**config.mk**
```make
export PLATFORM = sky130hd
export DESIGN_NAME = hazard_lock
export DESIGN_NICKNAME = d
export VERILOG_FILES = /design/src/design/exec_pkg.sv /design/src/design/hazard_lock.sv
export SDC_FILE = /design/constraint.sdc
export NUM_CORES = 1
export LEC_CHECK = 0
export BUFFER_PORTS_ARGS = -buffer_cell sky130_fd_sc_hd__buf_2
export CAP_MARGIN = 25
export CORE_UTILIZATION = 50
export DETAILED_ROUTE_END_ITERATION = 12
export PLACE_DENSITY = 0.74
export RECOVER_POWER = 25
export SKIP_CTS_REPAIR_TIMING = 1
export SLEW_MARGIN = 10
export SYNTH_ARGS = -nofsm -noshare
export SYNTH_HDL_FRONTEND = slang
export SYNTH_SLANG_ARGS = --single-unit
```
**constraint.sdc**
```tcl
create_clock -name clock -period 1.9 [get_ports clock]
set_input_delay 0.095 -clock clock [delete_from_list [all_inputs] [get_ports clock]]
set_output_delay 0.095 -clock clock [all_outputs]
set_load 0.005 [all_outputs]
```
**src/design/exec_pkg.sv**
```systemverilog
`default_nettype none

package exec_pkg;

    // ----------------------------------------------------------
    // sizes
    // ----------------------------------------------------------
    localparam int NUM_REGS     = 32;
    localparam int MEM_WORDS    = 64;
    localparam int MEM_ADDR_W   = $clog2(MEM_WORDS);
    localparam int QUEUE_DEPTH  = 2;
    localparam int QUEUE_PTR_W  = $clog2(QUEUE_DEPTH);

    typedef logic [31:0] word_t;
    typedef logic [4:0]  reg_addr_t;

    // holds 0 .. QUEUE_DEPTH
    typedef logic [1:0]  credit_t;

    // ----------------------------------------------------------
    // encodings
    // ----------------------------------------------------------

    // compares give 1 or 0
    typedef enum logic [3:0] {
        alu_add, alu_sub, alu_and, alu_or,
        alu_xor, alu_sll, alu_srl, alu_sra,
        alu_slt, alu_sltu, alu_eq, alu_ne,
        alu_lt, alu_ge, alu_ltu, alu_geu
    } alu_op_t;

    typedef enum logic [3:0] {
        kind_alu_reg,
        kind_alu_imm,
        kind_lui,
        kind_auipc,
        kind_load,
        kind_store,
        kind_branch,
        kind_jal,
        kind_jalr
    } op_kind_t;

    // execute unit sequencing
    typedef enum logic [1:0] {
        st_idle,
        st_first_pass,
        st_second_pass,
        st_send
    } exec_state_t;

    // what the memory stage does with an entry
    typedef enum logic [1:0] {
        mk_write_reg,
        mk_load,
        mk_store
    } mem_kind_t;

endpackage

`default_nettype wire

```
**src/design/hazard_lock.sv**
```systemverilog
`timescale 1ns/100ps
`default_nettype none

module hazard_lock import exec_pkg::*; (
    input  logic      clock,
    input  logic      reset,
    input  reg_addr_t rd,
    input  reg_addr_t rs1,
    input  reg_addr_t rs2,
    input  logic      lock_set,
    input  reg_addr_t lock_rd,
    input  logic      wb_en,
    input  reg_addr_t wb_rd,
    output logic      issue_blocked
);

    logic [NUM_REGS-1:0] pending;
    logic [NUM_REGS-1:0] set_mask;
    logic [NUM_REGS-1:0] clr_mask;

    always_comb begin
        set_mask = '0;
        clr_mask = '0;
        if (lock_set) set_mask[lock_rd] = 1'b1;
        if (wb_en) clr_mask[wb_rd] = 1'b1;
        // x0 is never locked
        set_mask[0] = 1'b0;
    end

    // set wins over a clear of the same register
    always_ff @(posedge clock) begin
        if (reset) begin
            pending <= '0;
        end else begin
            pending <= (pending & ~clr_mask) | set_mask;
        end
    end

    // registered state only, a release this cycle still blocks
    assign issue_blocked = pending[rd] | pending[rs1] | pending[rs2];

    // writeback must retire a write that was locked at issue
    a_wb_was_locked: assert property (@(posedge clock) disable iff (reset)
        wb_en |-> pending[wb_rd]);

endmodule

`default_nettype wire

```
==> results.py <==
metrics = {
    "outcome": {
        "status": "finished, violations left",
        "violations": "negative setup slack",
    },
    "placement": {
        "dp.final_hpwl_um": 4920,
        "io_buffers": 29,
        "gp_congestion": 0.890,
        "dpl_worst_slack_ps": -183,
        "dp.cells": 333,
    },
    "drt": {
        "postRouteAntennaNets": 0,
        "vias_per_cell": 6.32,
        "drt-total-wl_um": 6320,
        "post-route-drc-count": 0,
        "vias": 2149,
        "detail_route.first_pass.iterations": 5,
        "drt_iter0_markers": 226,
        "routedWlPerCell_um": 18.6,
    },
    "synth": {
        "ys_types": 30,
        "synth_area_mm2": 0.00210,
        "seq_area_frac_synth_pct": 30.5,
        "ys_async_sr_fraction_pct": 0,
        "synth-edff-count": 0,
        "yosysWarnings": 0,
        "synth_nets": 262,
        "ys_ff_latch": 32,
        "syn_avg_cell_area_um2": 9.01,
        "syn_inst": 233,
        "synth_ff_type": "dfxtp_1",
    },
    "timing": {
        "setup_viol": 1,
        "max_slew_margin_pct": 55.0,
        "finalCriticalPeriod_ps": 2250,
        "setup_ws_ps": -355,
        "hold_viol": 0,
        "rsz0062_at_grt": "true",
        "finalCritPeriodShare_pct": 119,
        "finClkSkew_ps": 0,
        "tns_ps": -355,
        "tightestPinTransition_ps": 673,
        "max_freq_mhz": 444,
        "drv_slew": 0,
    },
    "floorplan": {
        "die_area_mm2": 0.00446,
        "die_w_um": 66.8,
        "rows": 23,
        "core_mm2": 0.00403,
        "start_util_pct": 52.1,
        "ios": 30,
        "die_h_um": 66.8,
    },
    "grt": {
        "overflow": 0,
        "grt_pass1_wl_um": 10000,
        "antenna_found_initial": 0,
        "grt_use_total_pct": 31.8,
        "grt_pass1_vias": 2032,
        "grt_max_degree": 33,
    },
    "cells_and_area": {
        "drive_gt1_share_pct": 31.7,
        "stdcell_count": 340,
        "area_growth_syn_to_layout_pct": 23.4,
        "largest_register_ffs": 32,
        "fillers": 361,
        "regMostFlops": "pending",
        "insertedDiodeCount": 0,
        "nets": 319,
        "top_regs": "pending x32",
    },
    "critical_path": {
        "critPathMaxFanout": 2,
        "worstPathArrival_ps": 2160,
        "critPathRequiredTime_ps": 1800,
        "worst_setup_path_end_kind": "output pin",
        "start_kind": "register",
        "path_class": "register to output pin",
    },
    "power_and_ir_drop": {
        "power_density_mw_per_mm2": 568,
        "ir_worst_vdd_v": 0.000508,
        "p_leak_uw": 0.000980,
        "total_power_uw": 1470,
    },
    "job": {
        "drv_cap": 0,
    },
    "clocking": {
        "htreeDepth": 2,
        "path_clk_slew_ps": 70,
        "clk_latency_ps": 280,
        "cts_buffers": 5,
        "cts_buffer_depth": 2,
        "cts_root_buffer": "clkbuf_8",
        "cts_tree": "done",
        "cts_sinks": 32,
    },
    "worst_hold_path": {
        "hp-class": "primary input to register",
    },
}
==> path summary, 6_finish.rpt <==
check                           depth (start not counted)   startpoint       endpoint  slack, ps
worst max-delay path                                    6   pending[7]  issue_blocked       -350
worst min-delay path                                    4   lock_rd[3]    pending[22]        220
worst max register to register                          4  pending[23]    pending[23]       1030
worst min register to register                          2  pending[29]    pending[29]        520
==> critical path, stage by stage (launching register included) <==
cell and delay (ps):
dfxtp_1 320, mux4_2 470, mux4_2 480, mux2i_1 140
nand2_1 50, or3_1 290, buf_2 130
==> synthesized netlist by cell type, types with 2 or more instances <==
cell / instances / area (µm²)
nand2_1: 39 / 146
a21oi_1: 32 / 160
dfxtp_1: 32 / 641
o21ai_0: 32 / 160
mux4_2: 22 / 495
clkbuf_1: 8 / 30.0
nor2_1: 8 / 30.0
mux2i_1: 7 / 70.1
nand3b_1: 6 / 45.0
nor3b_1: 6 / 45.0
buf_2: 4 / 20.0
nand3_1: 4 / 20.0
nand2b_1: 3 / 18.8
nand4_1: 3 / 18.8
o2111ai_1: 3 / 26.3
or3b_2: 3 / 26.3
and3_1: 2 / 12.5
and3b_1: 2 / 17.5
inv_1: 2 / 7.51
nor2b_1: 2 / 12.5
nor3_1: 2 / 10.0
o211ai_1: 2 / 15.0
or3_1: 2 / 12.5
==> layout by cell type, fill, tap and decap left out, types with 4 or more instances in the layout <==
cell type  instances
a21oi_1           32
buf_2             26
buf_4             30
clkbuf_1           7
clkbuf_8           7
dfxtp_1           29
mux2i_1            7
mux4_2            22
nand2_1           39
nand3_1            4
nand3b_1           6
nor2_1             8
nor3b_1            6
o21ai_0           32
==> power by group <==
| group | leakage [µW] | switching [µW] | internal, µW |
|---|---|---|---|
| combinational | 0.000670 | 129 | 95.0 |
| sequential | 0.000260 | 6.46 | 679 |
| clock | 0.0000503 | 238 | 322 |
==> metal layers <==
| layer | vias to the layer above | wire, µm | GRT usage (%) |
|---|---|---|---|
| li1 | 996 | - | - |
| met1 | 1011 | 2640 | 39.2 |
| met2 | 119 | 3030 | 53.7 |
| met3 | 23 | 437 | 4.79 |
| met4 | 0 | 218 | 15.7 |
| met5 | - | 0 | 0 |
==> kinds of logic (layout without fill, tap and decap cells) <==
family | count (synthesis) | after routing | share of synthesized area [%]
mux | 30 | 30 | 27.5
buf+inv | 15 | 72 | 2.92
simple gates | 84 | 84 | 20.7
flops | 32 | 32 | 30.5
compound gates | 72 | 72 | 18.4
==> per-stage QoR <==
stage	hold slack [ps]	util, %	cell area, µm²
after floorplan	164	-	2100
after global placement	507	62.2	2510
after detailed placement	513	62.2	2510
after CTS	216	64.6	2600
after global routing	260	64.3	2590
final	221	64.3	2590
==> final cells by class <==
class	instances	area (µm²)	area share (%)
repair buffers	63	382	14.7
inverters	2	7.51	0.290
clock buffers	7	96.3	3.72
multi-input cells	186	1400	53.9
flip-flops and latches	32	644	24.9
well taps	50	62.6	2.42
Note: power is estimated with default switching activity, not from simulation.
