===== src/design/exec_pkg.sv =====
`default_nettype none

package exec_pkg;

    // ----------------------------------------------------------
    // sizes
    // ----------------------------------------------------------
    localparam int NUM_REGS     = 32;
    localparam int MEM_WORDS    = 64;
    localparam int MEM_ADDR_W   = $clog2(MEM_WORDS);
    localparam int QUEUE_DEPTH  = 2;
    localparam int QUEUE_PTR_W  = $clog2(QUEUE_DEPTH);

    typedef logic [31:0] word_t;
    typedef logic [4:0]  reg_addr_t;

    // holds 0 .. QUEUE_DEPTH
    typedef logic [1:0]  credit_t;

    // ----------------------------------------------------------
    // encodings
    // ----------------------------------------------------------

    // compares give 1 or 0
    typedef enum logic [3:0] {
        alu_add, alu_sub, alu_and, alu_or,
        alu_xor, alu_sll, alu_srl, alu_sra,
        alu_slt, alu_sltu, alu_eq, alu_ne,
        alu_lt, alu_ge, alu_ltu, alu_geu
    } alu_op_t;

    typedef enum logic [3:0] {
        kind_alu_reg,
        kind_alu_imm,
        kind_lui,
        kind_auipc,
        kind_load,
        kind_store,
        kind_branch,
        kind_jal,
        kind_jalr
    } op_kind_t;

    // execute unit sequencing
    typedef enum logic [1:0] {
        st_idle,
        st_first_pass,
        st_second_pass,
        st_send
    } exec_state_t;

    // what the memory stage does with an entry
    typedef enum logic [1:0] {
        mk_write_reg,
        mk_load,
        mk_store
    } mem_kind_t;

endpackage

`default_nettype wire


===== src/design/mem_access.sv =====
`timescale 1ns/100ps
`default_nettype none

module mem_access import exec_pkg::*; (
    input  logic      clock,
    input  logic      reset,
    input  logic      res_valid,
    input  mem_kind_t res_kind,
    input  reg_addr_t res_rd,
    input  word_t     res_data,
    input  word_t     res_store_data,
    output logic      credit_return,
    output logic      wb_en,
    output reg_addr_t wb_rd,
    output word_t     wb_data
);

    mem_kind_t              q_kind  [QUEUE_DEPTH];
    reg_addr_t              q_rd    [QUEUE_DEPTH];
    word_t                  q_data  [QUEUE_DEPTH];
    word_t                  q_store [QUEUE_DEPTH];
    logic [QUEUE_PTR_W-1:0] wr_ptr, rd_ptr;
    credit_t                count;

    word_t                  ram [MEM_WORDS];
    word_t                  load_q;
    logic                   load_wait;

    logic                   head_valid;
    mem_kind_t              head_kind;
    logic [MEM_ADDR_W-1:0]  head_addr;
    logic                   pop;

    assign head_valid = count != '0;
    assign head_kind  = q_kind[rd_ptr];
    // word address from byte address
    assign head_addr  = q_data[rd_ptr][MEM_ADDR_W+1:2];

    // loads take a second cycle for the ram read
    assign pop = head_valid && (head_kind != mk_load || load_wait);

    assign credit_return = pop;
    assign wb_en         = pop && head_kind != mk_store;
    assign wb_rd         = q_rd[rd_ptr];
    assign wb_data       = (head_kind == mk_load) ? load_q : q_data[rd_ptr];

    always_ff @(posedge clock) begin
        if (reset) begin
            wr_ptr    <= '0;
            rd_ptr    <= '0;
            count     <= '0;
            load_wait <= 1'b0;
        end else begin
            if (res_valid) wr_ptr <= wr_ptr + 1'b1;
            if (pop) rd_ptr <= rd_ptr + 1'b1;
            count <= count + credit_t'(res_valid) - credit_t'(pop);
            if (head_valid && head_kind == mk_load) load_wait <= ~load_wait;
        end
    end

    // queue payload
    always_ff @(posedge clock) begin
        if (res_valid) begin
            q_kind[wr_ptr]  <= res_kind;
            q_rd[wr_ptr]    <= res_rd;
            q_data[wr_ptr]  <= res_data;
            q_store[wr_ptr] <= res_store_data;
        end
        if (head_valid && head_kind == mk_load && !load_wait) load_q <= ram[head_addr];
    end

    // data ram, zeroed on reset
    always_ff @(posedge clock) begin
        if (reset) begin
            for (int i = 0; i < MEM_WORDS; i++) ram[i] <= '0;
        end else if (head_valid && head_kind == mk_store) begin
            ram[head_addr] <= q_store[rd_ptr];
        end
    end

    a_no_push_full: assert property (@(posedge clock) disable iff (reset)
        res_valid |-> count < credit_t'(QUEUE_DEPTH));

endmodule

`default_nettype wire


===== config.mk =====
export PLATFORM = sky130hd
export DESIGN_NAME = mem_access
export DESIGN_NICKNAME = d
export VERILOG_FILES = /design/src/design/exec_pkg.sv /design/src/design/mem_access.sv
export SDC_FILE = /design/constraint.sdc
export NUM_CORES = 2
export LEC_CHECK = 0
export BUFFER_PORTS_ARGS = -buffer_cell sky130_fd_sc_hd__buf_2
export CAP_MARGIN = 40
export CORE_MARGIN = 3
export CORE_UTILIZATION = 25
export DETAILED_ROUTE_END_ITERATION = 10
export HOLD_SLACK_MARGIN = 0.08
export SLEW_MARGIN = 20
export SYNTH_ARGS = -nofsm -noshare
export SYNTH_HDL_FRONTEND = slang
export SYNTH_SLANG_ARGS = --single-unit

===== constraint.sdc =====
create_clock -name clock -period 10.1 [get_ports clock]
set_input_delay 2.02 -clock clock [delete_from_list [all_inputs] [get_ports clock]]
set_output_delay 2.02 -clock clock [all_outputs]
set_load 0.005 [all_outputs]

==> results.md <==
* Worst hold endpoint: rd_ptr
* Vias at ~61000
* IO Count at between 100 and 150
* Leak at ~35 nW
* Syn avg cell area at 13.5 um2
* Clock Skews at 52.8 ps
* First-pass GRT wire length at 425 mm
* Port-buffer cells at around 110
* Fillers at approximately 36000
* Final ANT Viol Nets at 0
* Core ar. at approximately 360000 um2
* CTS Hold Buffers Added at 0
* Starting density of the core at 0.251
* Pin count of the biggest net entering global routing at 125
* CTS clock-pin slew for the worst setup and hold paths at 60 ps
* Arrival time worst endpoint at roughly 3700 ps
* CTS max path bufs at 3
* Final setup fails at 0
* Post-route setup slack at approximately 4300 ps
* Drt first pass iters at 11
* Crit-path max FO at 35
* Vias per cell at 5.19
* Top cells by count, synth: 2222 x edfxtp_1, 2097 x nor2_1, 617 x clkbuf_1
* Residual DRC at 8
* Final Cycle Share at 0.570
* Gr usage total at 0.157
* Unrepaired setup endpoints after global routing: false
* Final Hold Fails at 0
* Dpl cells at 11300
* Least-Margin Pin Slew at about 1000 ps
* Pre-CTS WS at between 4000 and 5000 ps
* Synth warn at 0
* Die ar. at between 300000 and 400000 um2
* Syn_nets at between 6000 and 7000
* Worst hold start: rd_ptr
* Non-Filler Instances at 11700
* Final net count at approximately 6800
* Die span in x at around 610 um
* Max-cap violations at 0
* Post-CTS setup buffer count at 0
* Slew Limit Headroom at 0.303
* EDFF count, synth at roughly 2200
* Power consumption at between 20 and 25 mW
* Type of origin of the critical path: flip-flop
* Worst VDD drop at 154 uV
* CTS root buffer: clkbuf_16
* H-Tree Depth at 4
* Run status: finished, violations left
* Critical path class: flip-flop to primary output
* Finished Core Util at 0.292
* Share of cells above drive strength 1 at 0.147
* Max Transition Viols Final at 0
* HPWL Detailed at 191 mm
* Synth top area cells: edfxtp_1 73%, nor2_1 8.6%, a22oi_1 4.0%, mux2_2 2.7%, clkbuf_1 2.5%
* Worst Setup End Kind: primary output
* Final worst path period need at approximately 5800 ps
* F_max at roughly 170 MHz
* Routed WL at approximately 310 mm
* Setup TNS at 0 ps
* Power Density at between 200 and 250 nW/um2
* Most common cell in the netlist: edfxtp_1
* Clk_lat worst skew at 890 ps
* Cell accounting for the most synthesized area: edfxtp_1
* Area growth, synth to finish at 16.0%
* Post-CTS sizing at 0
* Gpl congestion at between 0.9 and 1
* Worst EP required at around 8100 ps
* Placed Area at a little under 100000 um2
* Hold Slack at 566 ps
* Die Y at 610 um
* WHS Path Cells at 2
* Post-synth top area share at 0.732
* Core Rows at between 200 and 250
* CTS buffer count at between 200 and 250
* R2r endpoint: ram[42][20]
* FF-to-FF setup slack at 4790 ps
* Initial antenna violation count at 13
* Failing checks: DRC
* Vias in the first global route at about 57000
* CTS tree: built
* Cell variety after synth at between 50 and 60
* R2R depth at 11
* Grt ovf at 0
* Clk sink count at around 2200
* Hold WC Path Type: flip-flop to flip-flop
* Async SR Flop Fraction at 0
* DR WL/cell at about 26 um
* Post-route cell area at between 100000 and 150000 um2
* Yosys reg bits at approximately 2200
* Register area share after synthesis at 0.733
* Synthesized area at about 90000 um2
* Primary FF master, synth: edfxtp_1
* Post-synthesis cell count at 6766
* Iter 0 DRT Violations at 11400
==> cell families (layout without fill, tap and decap cells) <==
family	after synthesis	in the layout	share of synthesized area
buffers and inverters	680	849	0.0286
flip-flops	2228	2228	0.733
multiplexers	370	370	0.0436
AO/OA/AOI/OAI	1072	1072	0.0899
other	0	5	0
adder cells (fa/ha/maj)	2	2	0.000274
AND/OR/NAND/NOR	2410	2410	0.104
XOR/XNOR	4	4	0.000384
==> placed cells by master, fill, tap and decap left out, drive strengths merged, types with 3 or more instances in the layout <==
cell           netlist  final
mux2i              152    152
buf                 55    409
nand4                4      4
clkinvlp             0      4
nand3               14     14
or2                  4      4
a2bb2oi              3      3
or4                  3      3
nor4                57     57
inv                  8     16
a31oi              243    243
bufinv               0     10
nor3                 6      6
diode                0      5
o22ai               10     10
a21o                10     10
or3                  3      3
clkbuf             617    312
a21oi               44     44
nor4b                3      3
nand2              134    134
o21ai                7      7
nand2b              64     64
nor4bb               3      3
clkdlybuf4s15        0      4
clkinv               0     94
nor2b                9      9
mux2               218    218
dfxtp                6      6
a222oi             206    206
o22a                38     38
nor2              2097   2097
edfxtp            2222   2222
a22oi              491    491
a221oi               4      4
==> worst max-delay path: stages, from the launching register on <==
cell	delay (ps)
dfxtp_4	650
buf_4	640
buf_4	410
nand2_1	90
o32a_2	410
o22ai_1	360
inv_1	130
buf_2	150
==> how the worst max path moves through the flow <==
stage / end / cells after the start / startpoint
after floorplan: q_data[0][0] / 1 / res_valid
after global placement: ram[2][13] / 7 / reset
after detailed placement: ram[42][31] / 9 / reset
after CTS: credit_return / 7 / flip-flop
after global routing: credit_return / 7 / flip-flop
final: credit_return / 7 / flip-flop
==> power breakdown <==
group | switching [mW] | internal, mW
combinational | 3.63 | 1.19
sequential | 0.159 | 10.5
clock | 3.56 | 4.36
total | 7.34 | 16.1
==> sequential cells by signal, indices dropped and copies added, names as in the netlist, named ones only <==
signal / count
q_kind: 4
load_q: 32
wr_ptr: 1
count: 2
q_data: 64
ram: 2048
q_store: 64
q_rd: 10
load_wait: 1
rd_ptr: 1
==> cell type report <==
type                       count  area (um2)  share of cell area
inverter                       8        30.0            0.000284
clock buffer                 298        5900              0.0558
antenna                        5        12.5            0.000118
sequential                  2228       66800               0.632
multi-input combinational   3858       22400               0.212
tap                         4794        6000              0.0567
clock inverter               116         990             0.00935
timing repair buffer         427        3660              0.0346
==> layer usage <==
metal / global-route usage / up-vias / wire [um]
li1: - / 25200 / -
met1: 0.198 / 30600 / 110000
met2: 0.241 / 4284 / 137000
met3: 0.0450 / 732 / 39800
met4: 0.0874 / 6 / 19100
met5: 0 / - / 89
Power figures use the tool's default switching activity.
