File: src/design/exec_pkg.sv
`default_nettype none

package exec_pkg;

    // ----------------------------------------------------------
    // sizes
    // ----------------------------------------------------------
    localparam int NUM_REGS     = 32;
    localparam int MEM_WORDS    = 64;
    localparam int MEM_ADDR_W   = $clog2(MEM_WORDS);
    localparam int QUEUE_DEPTH  = 2;
    localparam int QUEUE_PTR_W  = $clog2(QUEUE_DEPTH);

    typedef logic [31:0] word_t;
    typedef logic [4:0]  reg_addr_t;

    // holds 0 .. QUEUE_DEPTH
    typedef logic [1:0]  credit_t;

    // ----------------------------------------------------------
    // encodings
    // ----------------------------------------------------------

    // compares give 1 or 0
    typedef enum logic [3:0] {
        alu_add, alu_sub, alu_and, alu_or,
        alu_xor, alu_sll, alu_srl, alu_sra,
        alu_slt, alu_sltu, alu_eq, alu_ne,
        alu_lt, alu_ge, alu_ltu, alu_geu
    } alu_op_t;

    typedef enum logic [3:0] {
        kind_alu_reg,
        kind_alu_imm,
        kind_lui,
        kind_auipc,
        kind_load,
        kind_store,
        kind_branch,
        kind_jal,
        kind_jalr
    } op_kind_t;

    // execute unit sequencing
    typedef enum logic [1:0] {
        st_idle,
        st_first_pass,
        st_second_pass,
        st_send
    } exec_state_t;

    // what the memory stage does with an entry
    typedef enum logic [1:0] {
        mk_write_reg,
        mk_load,
        mk_store
    } mem_kind_t;

endpackage

`default_nettype wire

File: src/design/alu.sv
`timescale 1ns/100ps
`default_nettype none

module alu import exec_pkg::*; (
    input  word_t   a,
    input  word_t   b,
    input  alu_op_t op,
    output word_t   result
);

    logic lt_s;
    logic lt_u;
    logic equal;

    // shared compare flags
    assign lt_s  = $signed(a) < $signed(b);
    assign lt_u  = a < b;
    assign equal = a == b;

    always_comb begin
        result = '0;
        case (op)
            alu_add:  result = a + b;
            alu_sub:  result = a - b;
            alu_and:  result = a & b;
            alu_or:   result = a | b;
            alu_xor:  result = a ^ b;

            // shift amount from low 5 bits only
            alu_sll:  result = a << b[4:0];
            alu_srl:  result = a >> b[4:0];
            alu_sra:  result = word_t'($signed(a) >>> b[4:0]);

            // set-less-than and branch compares
            alu_slt:  result = word_t'(lt_s);
            alu_sltu: result = word_t'(lt_u);
            alu_lt:   result = word_t'(lt_s);
            alu_ltu:  result = word_t'(lt_u);
            alu_ge:   result = word_t'(!lt_s);
            alu_geu:  result = word_t'(!lt_u);
            alu_eq:   result = word_t'(equal);
            alu_ne:   result = word_t'(!equal);
            default:  result = '0;
        endcase
    end

endmodule

`default_nettype wire

File: src/design/exec_unit.sv
`timescale 1ns/100ps
`default_nettype none

module exec_unit import exec_pkg::*; (
    input  logic      clock,
    input  logic      reset,
    input  logic      issue_valid,
    output logic      issue_ready,
    input  op_kind_t  kind,
    input  alu_op_t   alu_op,
    input  reg_addr_t rd,
    input  word_t     rs1_data,
    input  word_t     rs2_data,
    input  word_t     imm,
    input  word_t     pc,
    input  logic      issue_blocked,
    output logic      lock_set,
    output reg_addr_t lock_rd,
    output logic      res_valid,
    output mem_kind_t res_kind,
    output reg_addr_t res_rd,
    output word_t     res_data,
    output word_t     res_store_data,
    input  logic      credit_return,
    output logic      jump_valid,
    output word_t     jump_pc
);

    exec_state_t state, state_next;
    logic        ready_q;
    credit_t     credits;
    logic        issue_fire;
    logic        send_needed;

    // captured instruction
    op_kind_t    kind_q;
    alu_op_t     alu_op_q;
    reg_addr_t   rd_q;
    word_t       rs1_q, rs2_q, imm_q, pc_q;
    word_t       pass_q;

    word_t       alu_a, alu_b, alu_res;
    alu_op_t     alu_sel;

    function automatic logic writes_reg(input op_kind_t k);
        return (k != kind_store) && (k != kind_branch);
    endfunction

    // ----------------------------------------------------------
    // issue side
    // ----------------------------------------------------------
    assign issue_ready = ready_q & ~issue_blocked;
    assign issue_fire  = issue_valid & issue_ready;
    assign lock_set    = issue_fire & writes_reg(kind) & (rd != '0);
    assign lock_rd     = rd;

    assign send_needed = (kind_q == kind_store) || (writes_reg(kind_q) && rd_q != '0);

    always_comb begin
        state_next = state;
        case (state)
            st_idle:        if (issue_fire) state_next = st_first_pass;
            st_first_pass:  state_next = st_second_pass;
            st_second_pass: state_next = st_send;
            st_send:        if (!send_needed || credits != '0) state_next = st_idle;
            default:        state_next = st_idle;
        endcase
    end

    // ----------------------------------------------------------
    // operand muxing, pass 1 by kind, pass 2 next pc or target
    // ----------------------------------------------------------
    always_comb begin
        alu_a   = pc_q;
        alu_b   = 32'd4;
        alu_sel = alu_add;
        if (state == st_first_pass) begin
            case (kind_q)
                kind_alu_reg, kind_branch: begin
                    alu_a   = rs1_q;
                    alu_b   = rs2_q;
                    alu_sel = alu_op_q;
                end
                kind_alu_imm: begin
                    alu_a   = rs1_q;
                    alu_b   = imm_q;
                    alu_sel = alu_op_q;
                end
                kind_lui: begin
                    alu_a = imm_q;
                    alu_b = '0;
                end
                kind_auipc, kind_jal: begin
                    alu_a = pc_q;
                    alu_b = imm_q;
                end
                // load, store, jalr
                default: begin
                    alu_a = rs1_q;
                    alu_b = imm_q;
                end
            endcase
        end else if (kind_q == kind_branch) begin
            alu_b = imm_q;
        end
    end

    alu i_alu (
        .a      (alu_a),
        .b      (alu_b),
        .op     (alu_sel),
        .result (alu_res)
    );

    always_ff @(posedge clock) begin
        if (reset) begin
            state      <= st_idle;
            ready_q    <= 1'b0;
            credits    <= credit_t'(QUEUE_DEPTH);
            jump_valid <= 1'b0;
        end else begin
            state      <= state_next;
            ready_q    <= state_next == st_idle;
            credits    <= credits - credit_t'(res_valid) + credit_t'(credit_return);
            jump_valid <= (state == st_second_pass) &&
                          ((kind_q == kind_branch) ? pass_q[0] :
                           (kind_q == kind_jal || kind_q == kind_jalr));
        end
    end

    always_ff @(posedge clock) begin
        if (issue_fire) begin
            kind_q   <= kind;
            alu_op_q <= alu_op;
            rd_q     <= rd;
            rs1_q    <= rs1_data;
            rs2_q    <= rs2_data;
            imm_q    <= imm;
            pc_q     <= pc;
        end
        if (state == st_first_pass) pass_q <= alu_res;
        if (state == st_second_pass) begin
            case (kind_q)
                kind_branch: jump_pc <= alu_res;
                kind_jalr:   jump_pc <= {pass_q[31:1], 1'b0};
                default:     jump_pc <= pass_q;
            endcase
            // jumps keep the link value as the result
            if (kind_q == kind_jal || kind_q == kind_jalr) pass_q <= alu_res;
        end
    end

    // result channel
    assign res_valid      = (state == st_send) && send_needed && (credits != '0);
    assign res_kind       = (kind_q == kind_store) ? mk_store :
                            (kind_q == kind_load)  ? mk_load  : mk_write_reg;
    assign res_rd         = rd_q;
    assign res_data       = pass_q;
    assign res_store_data = rs2_q;

    a_credit_max: assert property (@(posedge clock) disable iff (reset)
        credits <= credit_t'(QUEUE_DEPTH));

endmodule

`default_nettype wire

File: config.mk
export PLATFORM = sky130hd
export DESIGN_NAME = exec_unit
export DESIGN_NICKNAME = d
export VERILOG_FILES = /design/src/design/exec_pkg.sv /design/src/design/alu.sv /design/src/design/exec_unit.sv
export SDC_FILE = /design/constraint.sdc
export NUM_CORES = 1
export LEC_CHECK = 0
export BUFFER_PORTS_ARGS = -buffer_cell sky130_fd_sc_hd__buf_2
export CORE_MARGIN = 2
export CORE_UTILIZATION = 35
export DETAILED_ROUTE_END_ITERATION = 6
export PLACE_DENSITY_LB_ADDON = 0.3
export RECOVER_POWER = 25
export SYNTH_ARGS = -nofsm -noshare
export SYNTH_HDL_FRONTEND = slang
export SYNTH_HIERARCHICAL = 1
export SYNTH_SLANG_ARGS = --single-unit
File: constraint.sdc
create_clock -name clock -period 7.29 [get_ports clock]
set_input_delay 0.3645 -clock clock [delete_from_list [all_inputs] [get_ports clock]]
set_output_delay 0.3645 -clock clock [all_outputs]
set_load 0.02 [all_outputs]
==> impl_metrics.ini <==
[outcome]
status = completed

[clock_tree]
clock-sinks = 211
clockBufferDepth = 3
ctsHoldBuffers = 112
worstSkewPairLatency_ps = 540
post_cts_resized = 0
root_buffer = clkbuf_16
cts_htree_levels = 1
clk_pin_slew_ps = 60
cts_buffers = 23
tritoncts = done
post-cts-setup-buffers = 0

[hold_path]
hold_start = imm[8]
hold_path_end = imm_q[8]
hold_class = in -> reg
worstHoldPathCells = 1

[critical_path]
crit_type = reg -> reg
crit_required_ps = 7570
worstRegToRegCells = 14
timing.rr.start = kind_q[0]
rrSetupSlack_ps = 1290
cp-end-kind = flip-flop
startpoint_type = flip-flop
cp_max_fo = 29
crit_arrival_ps = 6280
timing.rr.end = jump_pc[12]

[detailed_routing]
drt_iter0_markers = 1692
ant_nets = 0
viasPerCell = 5.94
drcViolationCount = 0
wl_um = 70700
wl_per_cell_um = 24.3
drtPass1Iterations = 6
num_vias = 17300

[global_routing]
grt_pass1_vias = 16500
grt_antenna_before_repair = 2
grt_max_degree = 82
grt_pass1_wl_um = 105000
grt_remaining_overflow = 0
grt_usage_pct = 26.1

[logic_synthesis]
synth_compound_area_share_pct = 23.5
synth-simple-area-share_pct = 16.0
synth_edf_count = 173
synth_cells = 1923
syn_nets = 2170
synth_top_family_by_area = compound AO/OA/AOI/OAI gates
ys_seq_area_share_pct = 33.7
synthAdderAreaFrac_pct = 7.29
async_reset_ff_share_pct = 0
synth_cell_type_count = 90
synth_xor_area_share_pct = 1.14
synth_warnings = 6
muxShareOfSynthArea_pct = 12.0
syn_area_per_cell_um2 = 9.20
ys.flop_type = edfxtp_1
syn-cell-area_um2 = 17700
ys_ff_latch = 211

[timing]
fin_worst_skew_ps = 9.29
setup_viol = 0
hold_violations = 0
maxSlewViolCount = 0
worst_slew_pin_slew_ps = 1080
fmax_mhz = 167
min_period_over_period_pct = 82.3
rsz0062_at_grt = false
min_period_ps = 6000
relSlewSlack_pct = 27.5
fin_setup_tns_ps = 0

[die]
ios = 258
core-area_um2 = 50000
die_w_um = 229
fp.dieH_um = 229
dieArea_um2 = 52300
num_rows = 82
floorplan.initialDensity_pct = 35.4

[finish]
area_growth_pct = 20.9
finalNonFillerCells = 2905
nNetsFinal = 2461
drive_gt1_share_pct = 20.5

[placement]
dp.cells = 2749
gp_congestion = 0.975
post-dp-hpwl_um = 53300
portBuffers = 257

[pwr]
power_leakage_uw = 0.00811
ir_worst_vdd_v = 0.000145
power_density_nw_per_um2 = 182

[run]
cap_violations = 0
## state kept, by name, summed over array words and instances, names as in the netlist
register        count
res_data           32
rs1_q              32
kind_q              4
jump_valid          1
ready_q             1
res_store_data     32
alu_op_q            4
state               2
res_rd              5
imm_q              32
jump_pc            32
credits             2
pc_q               32
## how the worst max path moves through the flow
stage	start	end	slack (ps)
5_1_grt	kind_q[0]	jump_pc[29]	920
6_report	kind_q[0]	jump_pc[12]	1290
2_1_floorplan	kind_q[1]	jump_pc[0]	1790
3_5_place_dp	kind_q[0]	jump_pc[12]	1440
3_3_place_gp	state[0]	jump_pc[12]	1480
4_1_cts	kind_q[0]	jump_pc[12]	1410
## cells in the mapped netlist, drive strengths merged, types with 9 or more instances
cell,number,area share [%]
a2111oi,9,0.66
a211o,10,0.50
a211oi,28,1.2
a21o,13,0.55
a21oi,120,3.4
a221oi,12,0.67
a22o,65,3.2
a22oi,47,2.0
a31oi,14,0.50
and2,13,0.46
buf,69,2.5
clkbuf,87,1.8
dfxtp,38,4.3
edfxtp,173,29
ha,99,7.0
inv,95,2.0
mux2,44,2.8
mux2i,36,2.0
mux4,56,7.2
nand2,123,2.6
nand2b,47,1.7
nand3,110,3.3
nand4,9,0.32
nor2,159,3.4
nor2b,21,0.74
nor3,46,1.3
nor4,17,0.60
o211ai,24,1.0
o21ai,171,4.9
o21bai,22,0.93
o31ai,12,0.51
xnor2,17,0.84
## where the power goes
group | total, uW | internal [uW] | switching (uW)
registers | 1420 | 1380 | 41.3
logic | 1330 | 491 | 836
clock network | 1140 | 652 | 490
## stage by stage
stage	total power (uW)	hold WS, ps	area [um^2]	setup slack [ps]	util [%]
2_1_floorplan	2290	434	17700	1790	-
4_1_cts	3900	0.713	21400	1410	42.8
5_1_grt	4070	8.58	21400	924	42.8
3_3_place_gp	2690	487	19500	1480	39.1
3_5_place_dp	2700	504	19500	1440	39.1
6_report	3890	17.5	21400	1290	42.8
## cells by family (layout without fill, tap and decap cells)
family                     Yosys count  after routing
other                                0              2
DFF                                211            211
buffers and inverters              253            561
adders and majority gates          102            102
AOI/OAI and AO/OA                  616            616
xor gates and xnor gates            23             23
muxes                              136            136
and+or+nand+nor                    582            582
## metal layers
metal / GRT usage (%) / up-vias / part of all wire, %
met5: 0 / - / 0
li1: - / 7850 / -
met2: 40.7 / 853 / 45
met4: 9.33 / 0 / 3.6
met1: 36.4 / 8446 / 43
met3: 4.65 / 114 / 8.7
## cell usage in the layout, fill, tap and decap left out, drive strengths merged, types with 56 or more instances in the layout
master,Yosys,routed
nor2,159,159
nand3,110,110
dlygate4sd3,0,112
edfxtp,173,173
ha,99,99
mux4,56,56
buf,69,287
a22o,65,65
a21oi,120,120
o21ai,171,171
inv,95,97
nand2,123,123
## critical path, cell delays in order (launching register included)
cell and delay [ps]:
edfxtp_1 580, and4bb_2 420, nor2_1 80, nor2_2 550
buf_12 250, a22o_4 420, clkinv_1 600, ha_1 440
nor2b_1 220, mux4_2 580, a22oi_1 210, nor2_1 60
a31oi_1 620, o211ai_1 340, mux2_2 340
## final cells by class
class	count	area (um^2)
Tap cell	672	841
Inverter	97	364
Timing Repair Buffer	422	2800
Multi-Input combinational cell	1459	10700
Antenna cell	2	5.00
Clock buffer	26	587
Clock inverter	16	143
Sequential cell	211	5960
Fill cell	4920	28600
(Power assumes the default switching activity.)
